## config.mk

```make
export PLATFORM = sky130hd
export DESIGN_NAME = feature_capture
export DESIGN_NICKNAME = d
export VERILOG_FILES = /design/src/rtl/gauss_score_pkg.sv /design/src/rtl/feature_capture.sv
export SDC_FILE = /design/constraint.sdc
export NUM_CORES = 1
export LEC_CHECK = 0
export BUFFER_PORTS_ARGS = -buffer_cell sky130_fd_sc_hd__buf_2
export CAP_MARGIN = 30
export CORE_AREA = 3 3 302 304
export CTS_CLUSTER_DIAMETER = 200
export CTS_CLUSTER_SIZE = 30
export DETAILED_ROUTE_END_ITERATION = 10
export DIE_AREA = 0 0 305 307
export PLACE_DENSITY = 0.41
export SYNTH_ARGS = -nofsm -noshare
export SYNTH_HDL_FRONTEND = slang
export SYNTH_SLANG_ARGS = --single-unit
export TNS_END_PERCENT = 30
```

## constraint.sdc

```tcl
create_clock -name aclk -period 0.8 [get_ports aclk]
set_input_delay 0.08 -clock aclk [delete_from_list [all_inputs] [get_ports aclk]]
set_output_delay 0.08 -clock aclk [all_outputs]
set_load 0.02 [all_outputs]
```

## src/rtl/gauss_score_pkg.sv

```systemverilog
package gauss_score_pkg;

  // lane count limit, sets the headroom of the score
  localparam int MAX_FEATURES = 64;                  // upper bound on N_FEATURES

  localparam int FEAT_W  = 16;                       // feature and mean, two's complement
  localparam int PREC_W  = 16;                       // precision, unsigned
  localparam int DIFF_W  = FEAT_W + 1;               // feature - mean never wraps
  localparam int TERM_W  = 2 * DIFF_W + PREC_W;      // prec * diff^2, 50 bits
  localparam int SCORE_W = TERM_W + $clog2(MAX_FEATURES); // sum of up to 64 terms

  localparam int LANE_LATENCY = 2;                   // diff stage + weighted square stage

  typedef logic signed [FEAT_W-1:0]  feat_t;         // feature / mean sample
  typedef logic        [PREC_W-1:0]  prec_t;         // inverse variance weight
  typedef logic signed [DIFF_W-1:0]  diff_t;         // lane difference
  typedef logic        [TERM_W-1:0]  term_t;         // one lane contribution
  typedef logic        [SCORE_W-1:0] score_t;        // tree node and final score

endpackage

```

## src/rtl/feature_capture.sv

```systemverilog
module feature_capture #(
  parameter int N_FEATURES = 8                                // lanes per vector
) (
  input  logic                   aclk,
  input  logic                   rst_n,
  input  logic                   in_valid,                    // one-cycle vector strobe
  input  gauss_score_pkg::feat_t feature [N_FEATURES],
  input  gauss_score_pkg::feat_t mean    [N_FEATURES],
  input  gauss_score_pkg::prec_t prec    [N_FEATURES],
  output logic                   cap_valid,                   // in_valid one cycle later
  output gauss_score_pkg::feat_t cap_feature [N_FEATURES],
  output gauss_score_pkg::feat_t cap_mean    [N_FEATURES],
  output gauss_score_pkg::prec_t cap_prec    [N_FEATURES]
);

  // strobe delay, keeps pace with the vector register below
  always_ff @(posedge aclk or negedge rst_n) begin
    if (!rst_n) begin
      cap_valid <= 1'b0;
    end else begin
      cap_valid <= in_valid;                                  // pulse follows data
    end
  end

  // vector register, loads only on a strobe
  always_ff @(posedge aclk or negedge rst_n) begin
    if (!rst_n) begin
      cap_feature <= '{default: '0};
      cap_mean    <= '{default: '0};
      cap_prec    <= '{default: '0};
    end else if (in_valid) begin                              // idle cycles hold last vector
      cap_feature <= feature;
      cap_mean    <= mean;
      cap_prec    <= prec;
    end
  end

endmodule

```

[Word level (Yosys, flattened, before mapping)]
Cells that the tools add are included.
Storage, ports and cells
  input bits: 387
  logic and storage cells: 25
  register bits after elaboration: 385

[Longest topological paths before layout]
  depth after elaboration: 0
  mapped depth: 4

[Worst setup path after synthesis]
No wires, ideal clock.
  path kind: input port to flip-flop
  start point: input in_valid
  end point: register cap_feature[0] in the netlist's numbering
  library setup time: 0.125 ns
  required time: 0.675 ns
  slack: -0.146 ns
  path buffers: 3
  stages: 4
  data arrival time: 0.821 ns
  cell sequence: buf_6 -> buf_8 -> buf_8 -> mux2_4
RTL lines
  from (decl): line feature_capture.sv:6  | input logic in_valid,
  to (signal assigned): line feature_capture.sv:32  | cap_feature <= feature;
  to (decl): line feature_capture.sv:11  | output gauss_score_pkg::feat_t cap_feature [N_FEATURES],
No word-level cell between the ends.

[Worst setup path in the final report]
  start point: register cap_mean[52] in the netlist's numbering
  end point: output cap_mean[52] in the netlist's numbering
RTL lines
  from (decl): line feature_capture.sv:12  | output gauss_score_pkg::feat_t cap_mean [N_FEATURES],
  from (signal assigned): line feature_capture.sv:33  | cap_mean <= mean;
No word-level cell between the ends.

==> flow_summary.yaml <==
run_status:
  status: "finished with violations"
  violations: "negative hold slack, negative setup slack"
layout:
  fin_nets: 2529
  post_layout_nonfiller_instances: 3307
  n_fill_cell: 8722
  fin_area_um2: 28600
  area.growth.synth_to_final_pct: 80.4
  multiInputGateArea_um2: 5680
  layout-drive-gt1-share_pct: 64.0
  n_antenna_cell: 0
  seq_area_um2: 9630
  layout_commonest_cell: "buf_2"
  layout_common_cells: "479 x buf_2, 386 x dlygate4sd3_1, 385 x dfrtp_1, 362 x mux2_4, 311 x buf_6"
route:
  viasPerCell: 3.60
  drc_errors: 0
  route.vias.total: 11920
  detail_route.wl_per_cell_um: 16.7
  drtIter0Drc: 424
  drtPass1Iterations: 4
  final_antenna_net_count: 0
  wl_mm: 55.4
sta:
  hold_viol: 13
  whs_ns: -0.0601
  period_needed_ns: 1.34
  grt_setup_unrepaired: "true"
  fin_skew_ns: 0
  finalSetupViolCount: 494
  layout_setup_ws_ns: -0.541
  slew_violations: 0
  min_period_over_period_pct: 168
  fmax_mhz: 746
  worst_slew_pin_slew_ns: 0.296
  relSlewSlack_pct: 80.2
die:
  core_area_um2: 88500
  rows: 109
  io-pin-count: 772
  die-area_um2: 93600
  fp.dieW_um: 305
  initial_core_util_pct: 17.9
  die_h_um: 307
power:
  leakagePower_nw: 14.1
  vdd_drop_max_mv: 1.40
  p_total_mw: 48.2
  p_per_area_nw_per_um2: 1690
setup_path:
  r2r-end: "cap_prec[112]"
  required_ns: 0.72
  ff2ff_setup_slack_ns: -0.24
  criticalPathCategory: "register to output port"
  worstReg2RegStart: "cap_prec[112]"
  worstPathArrival_ns: 1.26
  path_max_fanout: 2
  crit_path_end_kind: "output port"
  crit_path_start_kind: "register"
  worstRegToRegCells: 3
global_route:
  grt_pass1_wl_mm: 82.4
  overflow: 0
  antenna_found_initial: 0
  grt_use_total_pct: 11.1
  grt_pass1_vias: 13671
  grt_max_degree: 46
yosys:
  synthesis.nets: 1199
  synth_seq_cells: 385
  syn_inst: 812
  synth_cell_type_count: 7
  syn_avg_cell_area_um2: 19.5
  syn_area_um2: 15800
  yosysSeqAreaShare_pct: 60.8
  yosysWarnings: 0
clocking:
  insertion_delay_ns: 0.56
  cts_buffers: 16
  htree_levels: 1
  cts_tree: "yes"
  holdBufCountCts: 386
  clkTransAtPathRegs_ns: 0.12
  cts.sinks: 385
  cts_max_path_buffers: 3
  root_buffer: "clkbuf_16"
place:
  gp_congestion: 0.761
  hpwlAfterDp_mm: 40.0
  post-place-cells: 2800
  placement.io_buffers: 771
  place_area_um2: 21600
job:
  maxCapViolations: 0
min_path:
  hp-class: "input pin to async pin"
[how the worst max path moves through the flow]
stage / start / endpoint / slack [ns]
6_report: cap_mean[52] / cap_mean[52] / -0.54
5_1_grt: cap_mean[52] / cap_mean[52] / -0.63
4_1_cts: cap_mean[52] / cap_mean[52] / -0.63
3_5_place_dp: in_valid / cap_feature[82] / -0.35
3_3_place_gp: in_valid / cap_feature[91] / -0.32
2_1_floorplan: in_valid / cap_feature[0] / -0.11
[cell usage after synthesis]
master   number  share of area, %
mux2_2       24               1.7
buf_12        2              0.25
dfrtp_1     385                61
buf_8        11               1.0
buf_2         2             0.063
mux2_4      360                34
buf_6        28               2.0
[power by group]
group	switching [mW]	internal (mW)	total [mW]
clock network	6.45	3.87	10.3
logic	6.16	8.88	15.0
registers	1.45	21.4	22.8
total	14.1	34.2	48.2
[cell type report]
| type | count | area share (%) |
|---|---|---|
| well taps | 1165 | 5.10 |
| flip-flops and latches | 385 | 33.7 |
| clock inverters | 1 | 0.0263 |
| repair buffers | 1355 | 39.8 |
| multi-input cells | 384 | 19.9 |
| clock buffers | 17 | 1.49 |
[worst max-delay path, cell delays in order, from the launching register on]
cell and delay (ns):
dfrtp_1 0.44, buf_6 0.13, buf_6 0.12
[metrics by stage]
step                      hold WS, ns  util, %  worst slack (ns)  setup TNS, ns
after floorplan                -0.216        -            -0.111         -37.15
after detailed placement      -0.0617     24.4            -0.349         -98.92
after CTS                      -0.112     31.1            -0.634        -188.44
final                         -0.0601     32.3            -0.541        -166.46
after global routing          -0.0857     32.3            -0.628        -196.49
after global placement        -0.0579     24.4            -0.320         -92.07
[registers in the layout, summed over array words and instances (netlist names)]
| signal | count |
|---|---|
| cap_prec | 128 |
| cap_valid | 1 |
| cap_mean | 128 |
| cap_feature | 128 |
[kinds of logic (layout without fill, tap and decap cells)]
| group | after synthesis | in the layout | synth area share (%) |
|---|---|---|---|
| DFF | 385 | 385 | 60.8 |
| muxes | 384 | 384 | 35.8 |
| buffers and inverters | 43 | 1373 | 3.35 |
[metal layers]
layer / GRT usage, % / share of wire (%) / up-vias
met5: 0 / 0 / -
met2: 21.1 / 54 / 474
li1: - / - / 5463
met3: 2.64 / 6.2 / 97
met4: 4.18 / 4.2 / 0
met1: 11.8 / 36 / 5886
[repair_timing]
action	4_1_cts	5_1_grt
setup endpoints to repair	390	532
cloned	0	0
setup buffers	43	61
hold endpoints to repair	770	16
resized for setup	412	191
Note: power is estimated with default switching activity, not from simulation.
