[src/rtl/gauss_score_pkg.sv]
package gauss_score_pkg;

  // lane count limit, sets the headroom of the score
  localparam int MAX_FEATURES = 64;                  // upper bound on N_FEATURES

  localparam int FEAT_W  = 16;                       // feature and mean, two's complement
  localparam int PREC_W  = 16;                       // precision, unsigned
  localparam int DIFF_W  = FEAT_W + 1;               // feature - mean never wraps
  localparam int TERM_W  = 2 * DIFF_W + PREC_W;      // prec * diff^2, 50 bits
  localparam int SCORE_W = TERM_W + $clog2(MAX_FEATURES); // sum of up to 64 terms

  localparam int LANE_LATENCY = 2;                   // diff stage + weighted square stage

  typedef logic signed [FEAT_W-1:0]  feat_t;         // feature / mean sample
  typedef logic        [PREC_W-1:0]  prec_t;         // inverse variance weight
  typedef logic signed [DIFF_W-1:0]  diff_t;         // lane difference
  typedef logic        [TERM_W-1:0]  term_t;         // one lane contribution
  typedef logic        [SCORE_W-1:0] score_t;        // tree node and final score

endpackage

[src/rtl/score_lane.sv]
module score_lane (
  input  logic                   aclk,
  input  logic                   rst_n,
  input  logic                   in_valid,                    // element strobe
  input  gauss_score_pkg::feat_t feature,
  input  gauss_score_pkg::feat_t mean,
  input  gauss_score_pkg::prec_t prec,
  output logic                   term_valid,                  // in_valid + LANE_LATENCY
  output gauss_score_pkg::term_t term                         // prec * (feature - mean)^2
);

  localparam int LAT    = gauss_score_pkg::LANE_LATENCY;      // 2 stages
  localparam int DIFF_W = gauss_score_pkg::DIFF_W;

  gauss_score_pkg::diff_t     diff_q;                         // stage 1 difference
  gauss_score_pkg::prec_t     prec_q;                         // stage 1 weight
  logic signed [2*DIFF_W-1:0] diff_sq;                        // always >= 0
  logic [LAT-1:0]             vld_q;                          // strobe shift register

  // strobe travels one bit per stage
  always_ff @(posedge aclk or negedge rst_n) begin
    if (!rst_n) begin
      vld_q <= '0;
    end else begin
      vld_q <= {vld_q[LAT-2:0], in_valid};
    end
  end

  // stage 1: widen both operands before subtracting
  always_ff @(posedge aclk or negedge rst_n) begin
    if (!rst_n) begin
      diff_q <= '0;
      prec_q <= '0;
    end else if (in_valid) begin
      diff_q <= gauss_score_pkg::diff_t'(feature)
              - gauss_score_pkg::diff_t'(mean);               // sign extended, exact
      prec_q <= prec;
    end
  end

  // signed square, 34 bits hold 65535^2
  assign diff_sq = diff_q * diff_q;

  // stage 2: weight by precision, result unsigned
  always_ff @(posedge aclk or negedge rst_n) begin
    if (!rst_n) begin
      term <= '0;
    end else if (vld_q[0]) begin                              // stage 1 holds fresh data
      term <= gauss_score_pkg::term_t'($unsigned(diff_sq))
            * gauss_score_pkg::term_t'(prec_q);               // fits TERM_W, no rounding
    end
  end

  assign term_valid = vld_q[LAT-1];

endmodule

[config.mk]
export PLATFORM = sky130hd
export DESIGN_NAME = score_lane
export DESIGN_NICKNAME = d
export VERILOG_FILES = /design/src/rtl/gauss_score_pkg.sv /design/src/rtl/score_lane.sv
export SDC_FILE = /design/constraint.sdc
export NUM_CORES = 2
export LEC_CHECK = 0
export ABC_AREA = 1
export BUFFER_PORTS_ARGS = -buffer_cell sky130_fd_sc_hd__buf_2
export CAP_MARGIN = 20
export CORE_MARGIN = 5
export CORE_UTILIZATION = 65
export CTS_CLUSTER_DIAMETER = 150
export DETAILED_ROUTE_END_ITERATION = 12
export PLACE_DENSITY = 0.91
export SLEW_MARGIN = 0
export SYNTH_ARGS = -nofsm -noshare
export SYNTH_HDL_FRONTEND = slang
export SYNTH_SLANG_ARGS = --single-unit
[constraint.sdc]
create_clock -name aclk -period 15.83 [get_ports aclk]
set_input_delay 1.583 -clock aclk [delete_from_list [all_inputs] [get_ports aclk]]
set_output_delay 1.583 -clock aclk [all_outputs]
set_load 0.03 [all_outputs]
# Word level (Yosys, flattened, before mapping)
# Index checks and enable logic that the tools add are counted.
dict set report word_totals {
  inputBits 51
  output_inout_bits 51
  reg_bits 85
  wordCells 7
}
dict set report classes {
  add_sub_neg 1
  n_mul 2
}
# op count
set op_table {}
lappend op_table {{multiplier 34 x 16 -> 50 bit} 1}
lappend op_table {{multiplier 17 x 17 -> 34 bit} 1}
lappend op_table {{subtractor 16 x 16 -> 17 bit} 1}

# Depth between registers and ports, before layout
dict set report logic_depth {
  word_depth 2
  ltp_mapped 52
  depth_no_buf 49
}

# Worst setup path after synthesis
# Ideal clock, no wire load.
dict set report synth_path {
  kind {reg2reg}
  from {register diff_q[5]}
  to {register term[47]}
  arrival_time_ns 10.115
  required_ns 15.712
  synth_period_minus_slack_ns 10.233
  setup_time_ns 0.118
  path_slack_ns 5.597
  path_buffers 3
  path_stages_with_launch 45
  cell_sequence {dfrtp_1 -> clkbuf_1 -> clkbuf_1 -> nand2_1 -> fa_1 -> inv_1 -> fa_1 -> inv_1 -> fa_1 -> inv_1 -> fa_1 -> inv_1 -> fa_1 -> inv_1 -> fa_1 -> ha_1 -> nand2_1 -> nor2_1 -> [... 9 more ...] -> inv_1 -> fa_1 -> fa_1 -> inv_1 -> fa_1 -> inv_1 -> ha_1 -> nand2_1 -> nor2_1 -> inv_1 -> nor2_1 -> nand2_1 -> nor2_1 -> nand2_1 -> nand3_1 -> nand2_1 -> nand3_1 -> nand2_1}
}
dict set report synth_via {
  elab_chain_len 2
}
# item line_no
set synth_rtl {}
lappend synth_rtl {{from (decl)} score_lane.sv:15} ;# gauss_score_pkg::diff_t diff_q;
lappend synth_rtl {{from (signal assigned)} score_lane.sv:35} ;# diff_q <= gauss_score_pkg::diff_t'(feature)
lappend synth_rtl {{multiplier 17 x 17 -> 34 bit} score_lane.sv:42} ;# assign diff_sq = diff_q * diff_q;
lappend synth_rtl {{multiplier 34 x 16 -> 50 bit} score_lane.sv:50} ;# * gauss_score_pkg::term_t'(prec_q);
lappend synth_rtl {{to (signal assigned)} score_lane.sv:49} ;# term <= gauss_score_pkg::term_t'($unsigned(diff_sq))
lappend synth_rtl {{to (decl)} score_lane.sv:9} ;# output gauss_score_pkg::term_t term
# No other way between the ends.
# A chain may end at the register's enable or synchronous reset.

# Worst setup path after layout
dict set report layout_path {
  from {register diff_q[5]}
  to {register term[39]}
}
# Same word-level chain as after synthesis.

==> results.txt <==
STA classifies the critical path startpoint as a flop. The highest metal layer with signal wires was met5. The run gives 0 as the number of hold-slack violations in the final timing report.

The commonest cells after synthesis are 1181 x sky130_fd_sc_hd__inv_1, 1039 x sky130_fd_sc_hd__nand2_1, 703 x sky130_fd_sc_hd__fa_1, 306 x sky130_fd_sc_hd__nor2_1, 289 x sky130_fd_sc_hd__nand3_1. End point of the worst hold path: term[5]$_DFFE_PN0P_. The total of hold buffers inserted after clock tree synthesis came out at 0. The pin count of the biggest net entering global routing was 62; the post-route fraction of the period consumed by the critical path was 0.781. The flow ran to the end, and the final reports show no timing, DRC or antenna violations. Summing every instance area after synthesis gives 0.0326 mm². The synthesized-area fraction occupied by xor and xnor cells was 0.0112; the max-capacitance violation count was 0. The number of nets handed over by synthesis was 5287. The setup TNS is 0 ns. Clock tree synthesis inserted a total of 9 buffers.

The amount of wire on met2 after detailed routing was 42500 µm; the portion of the post-synthesis area used by sequential elements was 0.0652. The worst path meets setup with 3.46 ns of slack. Number of enable flip-flop cells after synthesis: 0.

STA classifies the critical path endpoint as a flop. The final layout contains 5270 nets. The clock passes through at most 2 buffers. The number of warnings issued by yosys is 0, and the horizontal die dimension is 234 µm. After routing the design area is 0.0338 mm². The final-report max-slew violation count is 0, and the utilization after layout is 0.678. In the final routing, the length of wire on met1 measures 34600 µm. After detailed placement, the total cell area comes to 0.0335 mm².

In the detailed route, the total length drawn on met3 is 12000 µm. For the number of antenna violations at the first check in global routing, the log shows 3. The number of antenna diodes in the final layout is 0.

The clock net in this run drives a total of 85 sinks. The biggest area contributor in the post-synthesis netlist is sky130_fd_sc_hd__fa_1. The via count of the first global-routing pass was 30000. Counting cells, the worst reg-to-reg path comes to 39.

For this block, the routed nets add up to 93200 µm of wire. The commonest register cell after synthesis is sky130_fd_sc_hd__dfrtp_1. After detailed routing, the average wire length per cell comes to 18.8 µm. The tools report the DRC violations left as 0. The number of nets still failing antenna checks after routing was 0.

The run gives 0.654 as the initial standard-cell utilization of the core. Classification of the worst setup path: flop to flop. The endpoint identified for the worst register-to-register timing path is term[39]$_DFFE_PN0P_. The floorplan has 82 rows. The number of vias per cell after detailed routing is 5.69.

The setup check on the worst reg-to-reg path leaves a slack of 3.46 ns. The compound-cell area share of the yosys netlist came out at 0.0282. The clock period could shrink to 12.37 ns.

The proportion of layout cells with a drive suffix above 1 is 0.0443, and the wire length of the first global-routing pass is 153000 µm. A synthesized cell averages 7.58 µm². After clock tree synthesis, the clock-pin slew on the worst setup and hold paths is 0.08 ns. The die area is 0.0548 mm², and the data arrival time of the critical path is 12.65 ns.

Area of the core: 0.0499 mm². The launch point of the worst hold path was term[5]$_DFFE_PN0P_. The cell type with the highest occurrence count on the critical path is sky130_fd_sc_hd__fa_1.

The root cell of the clock tree was sky130_fd_sc_hd__clkbuf_16. Multiplexer fraction of the synthesized cell area: 0. The run gives 1.03 as the global placement routability congestion. Port buffering added 101 buffers. The tools report the number of search-and-repair iterations in the first detailed-routing pass as 9.

The area growth from synthesis to layout is 3.59%. The tightest min-delay check is of the flop to flop type. The tools report the all-layer global routing usage as 0.356.

Setup repair after global routing left no endpoint under its margin. The number of gates resized after CTS was 0. Estimated wirelength of the detail-placed design: 78800 µm. Sorting the synthesized cells by area gives the leading types as sky130_fd_sc_hd__fa_1 43%, sky130_fd_sc_hd__inv_1 14%, sky130_fd_sc_hd__nand2_1 12%. The pre-CTS setup slack is 3.78 ns, and the cell depth of the worst min-delay path is 2. At the worst endpoint, the required time is 16.12 ns. Summed over all layers, the global routing overflow is 0. Across the routed clock network, the largest skew measured is 0.0286 ns. The proportion of synthesized flip-flops having asynchronous set or reset came out at 1.00.

After technology mapping, the gate count stands at 4303. TritonCTS built the clock tree. Setup violations remaining at the end of the flow were counted as 0.

Along the worst path, the maximum fanout reaches 20. The tools report the number of levels the H-tree was split into as 3. In the post-synthesis netlist, the cell with the most instances is sky130_fd_sc_hd__inv_1. Across all layers, the routed design uses 28200 vias.

Area share of the largest cell type after synthesis: 0.431. Timing would allow up to 0.0809 GHz. Startpoint of the lowest-slack register-to-register path: diff_q[5]$_DFFE_PN0P_. The largest individual stage delay along the critical path comes from the cell sky130_fd_sc_hd__dfrtp_1. The worst relative slew slack was 0.184; the number of primary I/O pins was 102. For the worst-skew pair, the clock arrives at the later sink with an insertion delay of 0.41 ns. The setup fix buffers added after clock tree synthesis is 0, and the worst-margin pin slew is 1.22 ns. The basic-gate share of the synthesized area counting and, or, nand and nor cells came out at 0.220.

The synthesized-area fraction occupied by adder cells works out to 0.519. Combinational family with the most area after synthesis: adder cells. The number of synthesized register bits was 85. The detailed router finished its first iteration with 3265 violations.

The distinct cell type count after synthesis was 43; the largest stage delay on the critical path was 0.89 ns. Measured along the y axis, the die boundary spans 234 µm.
flip-flops by register name, summed over array words and instances, names as in the netlist:
signal  cells
diff_q     17
prec_q     16
term       50
vld_q       2
area by class of cell:
cell class | instances | area [µm²]
clock buffer | 10 | 229
clock inverter | 5 | 85.1
fill | 4073 | 16100
inverter | 1190 | 4470
multi-input combinational | 2881 | 25400
sequential | 85 | 2130
tap | 672 | 841
timing repair buffer | 119 | 643
worst max path at each step:
stage | from | to | slack (ns) | cells after the start
after floorplan | diff_q[5]$_DFFE_PN0P_ | term[47]$_DFFE_PN0P_ | 5.60 | 44
after global placement | diff_q[16]$_DFFE_PN0P_ | term[39]$_DFFE_PN0P_ | 3.89 | 39
after detailed placement | diff_q[5]$_DFFE_PN0P_ | term[39]$_DFFE_PN0P_ | 3.78 | 39
after CTS | diff_q[16]$_DFFE_PN0P_ | term[39]$_DFFE_PN0P_ | 3.75 | 39
after global routing | diff_q[5]$_DFFE_PN0P_ | term[39]$_DFFE_PN0P_ | 2.83 | 41
final | diff_q[5]$_DFFE_PN0P_ | term[39]$_DFFE_PN0P_ | 3.46 | 39
critical path, delay by kind of cell, from the launching register on:
family                   cells  cell delay [ns]
AO/OA/AOI/OAI                3             0.85
adder cells (fa/ha/maj)     14             7.05
buffers and inverters        9             0.59
flip-flops                   1             0.89
AND/OR/NAND/NOR             13             2.85
cell families after synthesis:
family                   count (synthesis)
AO/OA/AOI/OAI                          168
XOR/XNOR                                40
adder cells (fa/ha/maj)                933
buffers and inverters                 1337
flip-flops                              85
AND/OR/NAND/NOR                       1740
routing by layer:
| layer | up-vias | track usage |
|---|---|---|
| li1 | 12400 | - |
| met2 | 1847 | 0.563 |
| met3 | 380 | 0.106 |
| met5 | - | 0 |
| met1 | 13600 | 0.468 |
| met4 | 6 | 0.134 |
placed cells by master, fill, tap and decap left out, types with 9 or more instances in the layout:
master                      synthesis  final
sky130_fd_sc_hd__nand3_1          289    289
sky130_fd_sc_hd__nand2_2           22     22
sky130_fd_sc_hd__xnor2_1           22     22
sky130_fd_sc_hd__clkbuf_16          0      9
sky130_fd_sc_hd__xor2_1            16     16
sky130_fd_sc_hd__nor3_1            18     18
sky130_fd_sc_hd__buf_2             23    100
sky130_fd_sc_hd__buf_4              2     19
sky130_fd_sc_hd__a21oi_1           70     70
sky130_fd_sc_hd__ha_1             230    230
sky130_fd_sc_hd__o21ai_0           67     67
sky130_fd_sc_hd__nor2_1           306    306
sky130_fd_sc_hd__or2_2             15     15
sky130_fd_sc_hd__inv_1           1181   1181
sky130_fd_sc_hd__fa_1             703    703
sky130_fd_sc_hd__nand2_1         1039   1039
sky130_fd_sc_hd__nand3b_1          12     12
sky130_fd_sc_hd__dfrtp_1           85     85
sky130_fd_sc_hd__nand4_1           26     26
per-stage QoR:
step / hold slack [ns] / instances
finish: 0.471 / 4962
CTS: 0.475 / 4962
global route: 0.494 / 4962
floorplan: 0.415 / 4303
global placement: 0.451 / 4947
detailed placement: 0.454 / 4947
Power is left out: the tool's default activity adds up to more than one toggle a clock period on the data nets, which glitch-free logic cannot reach.
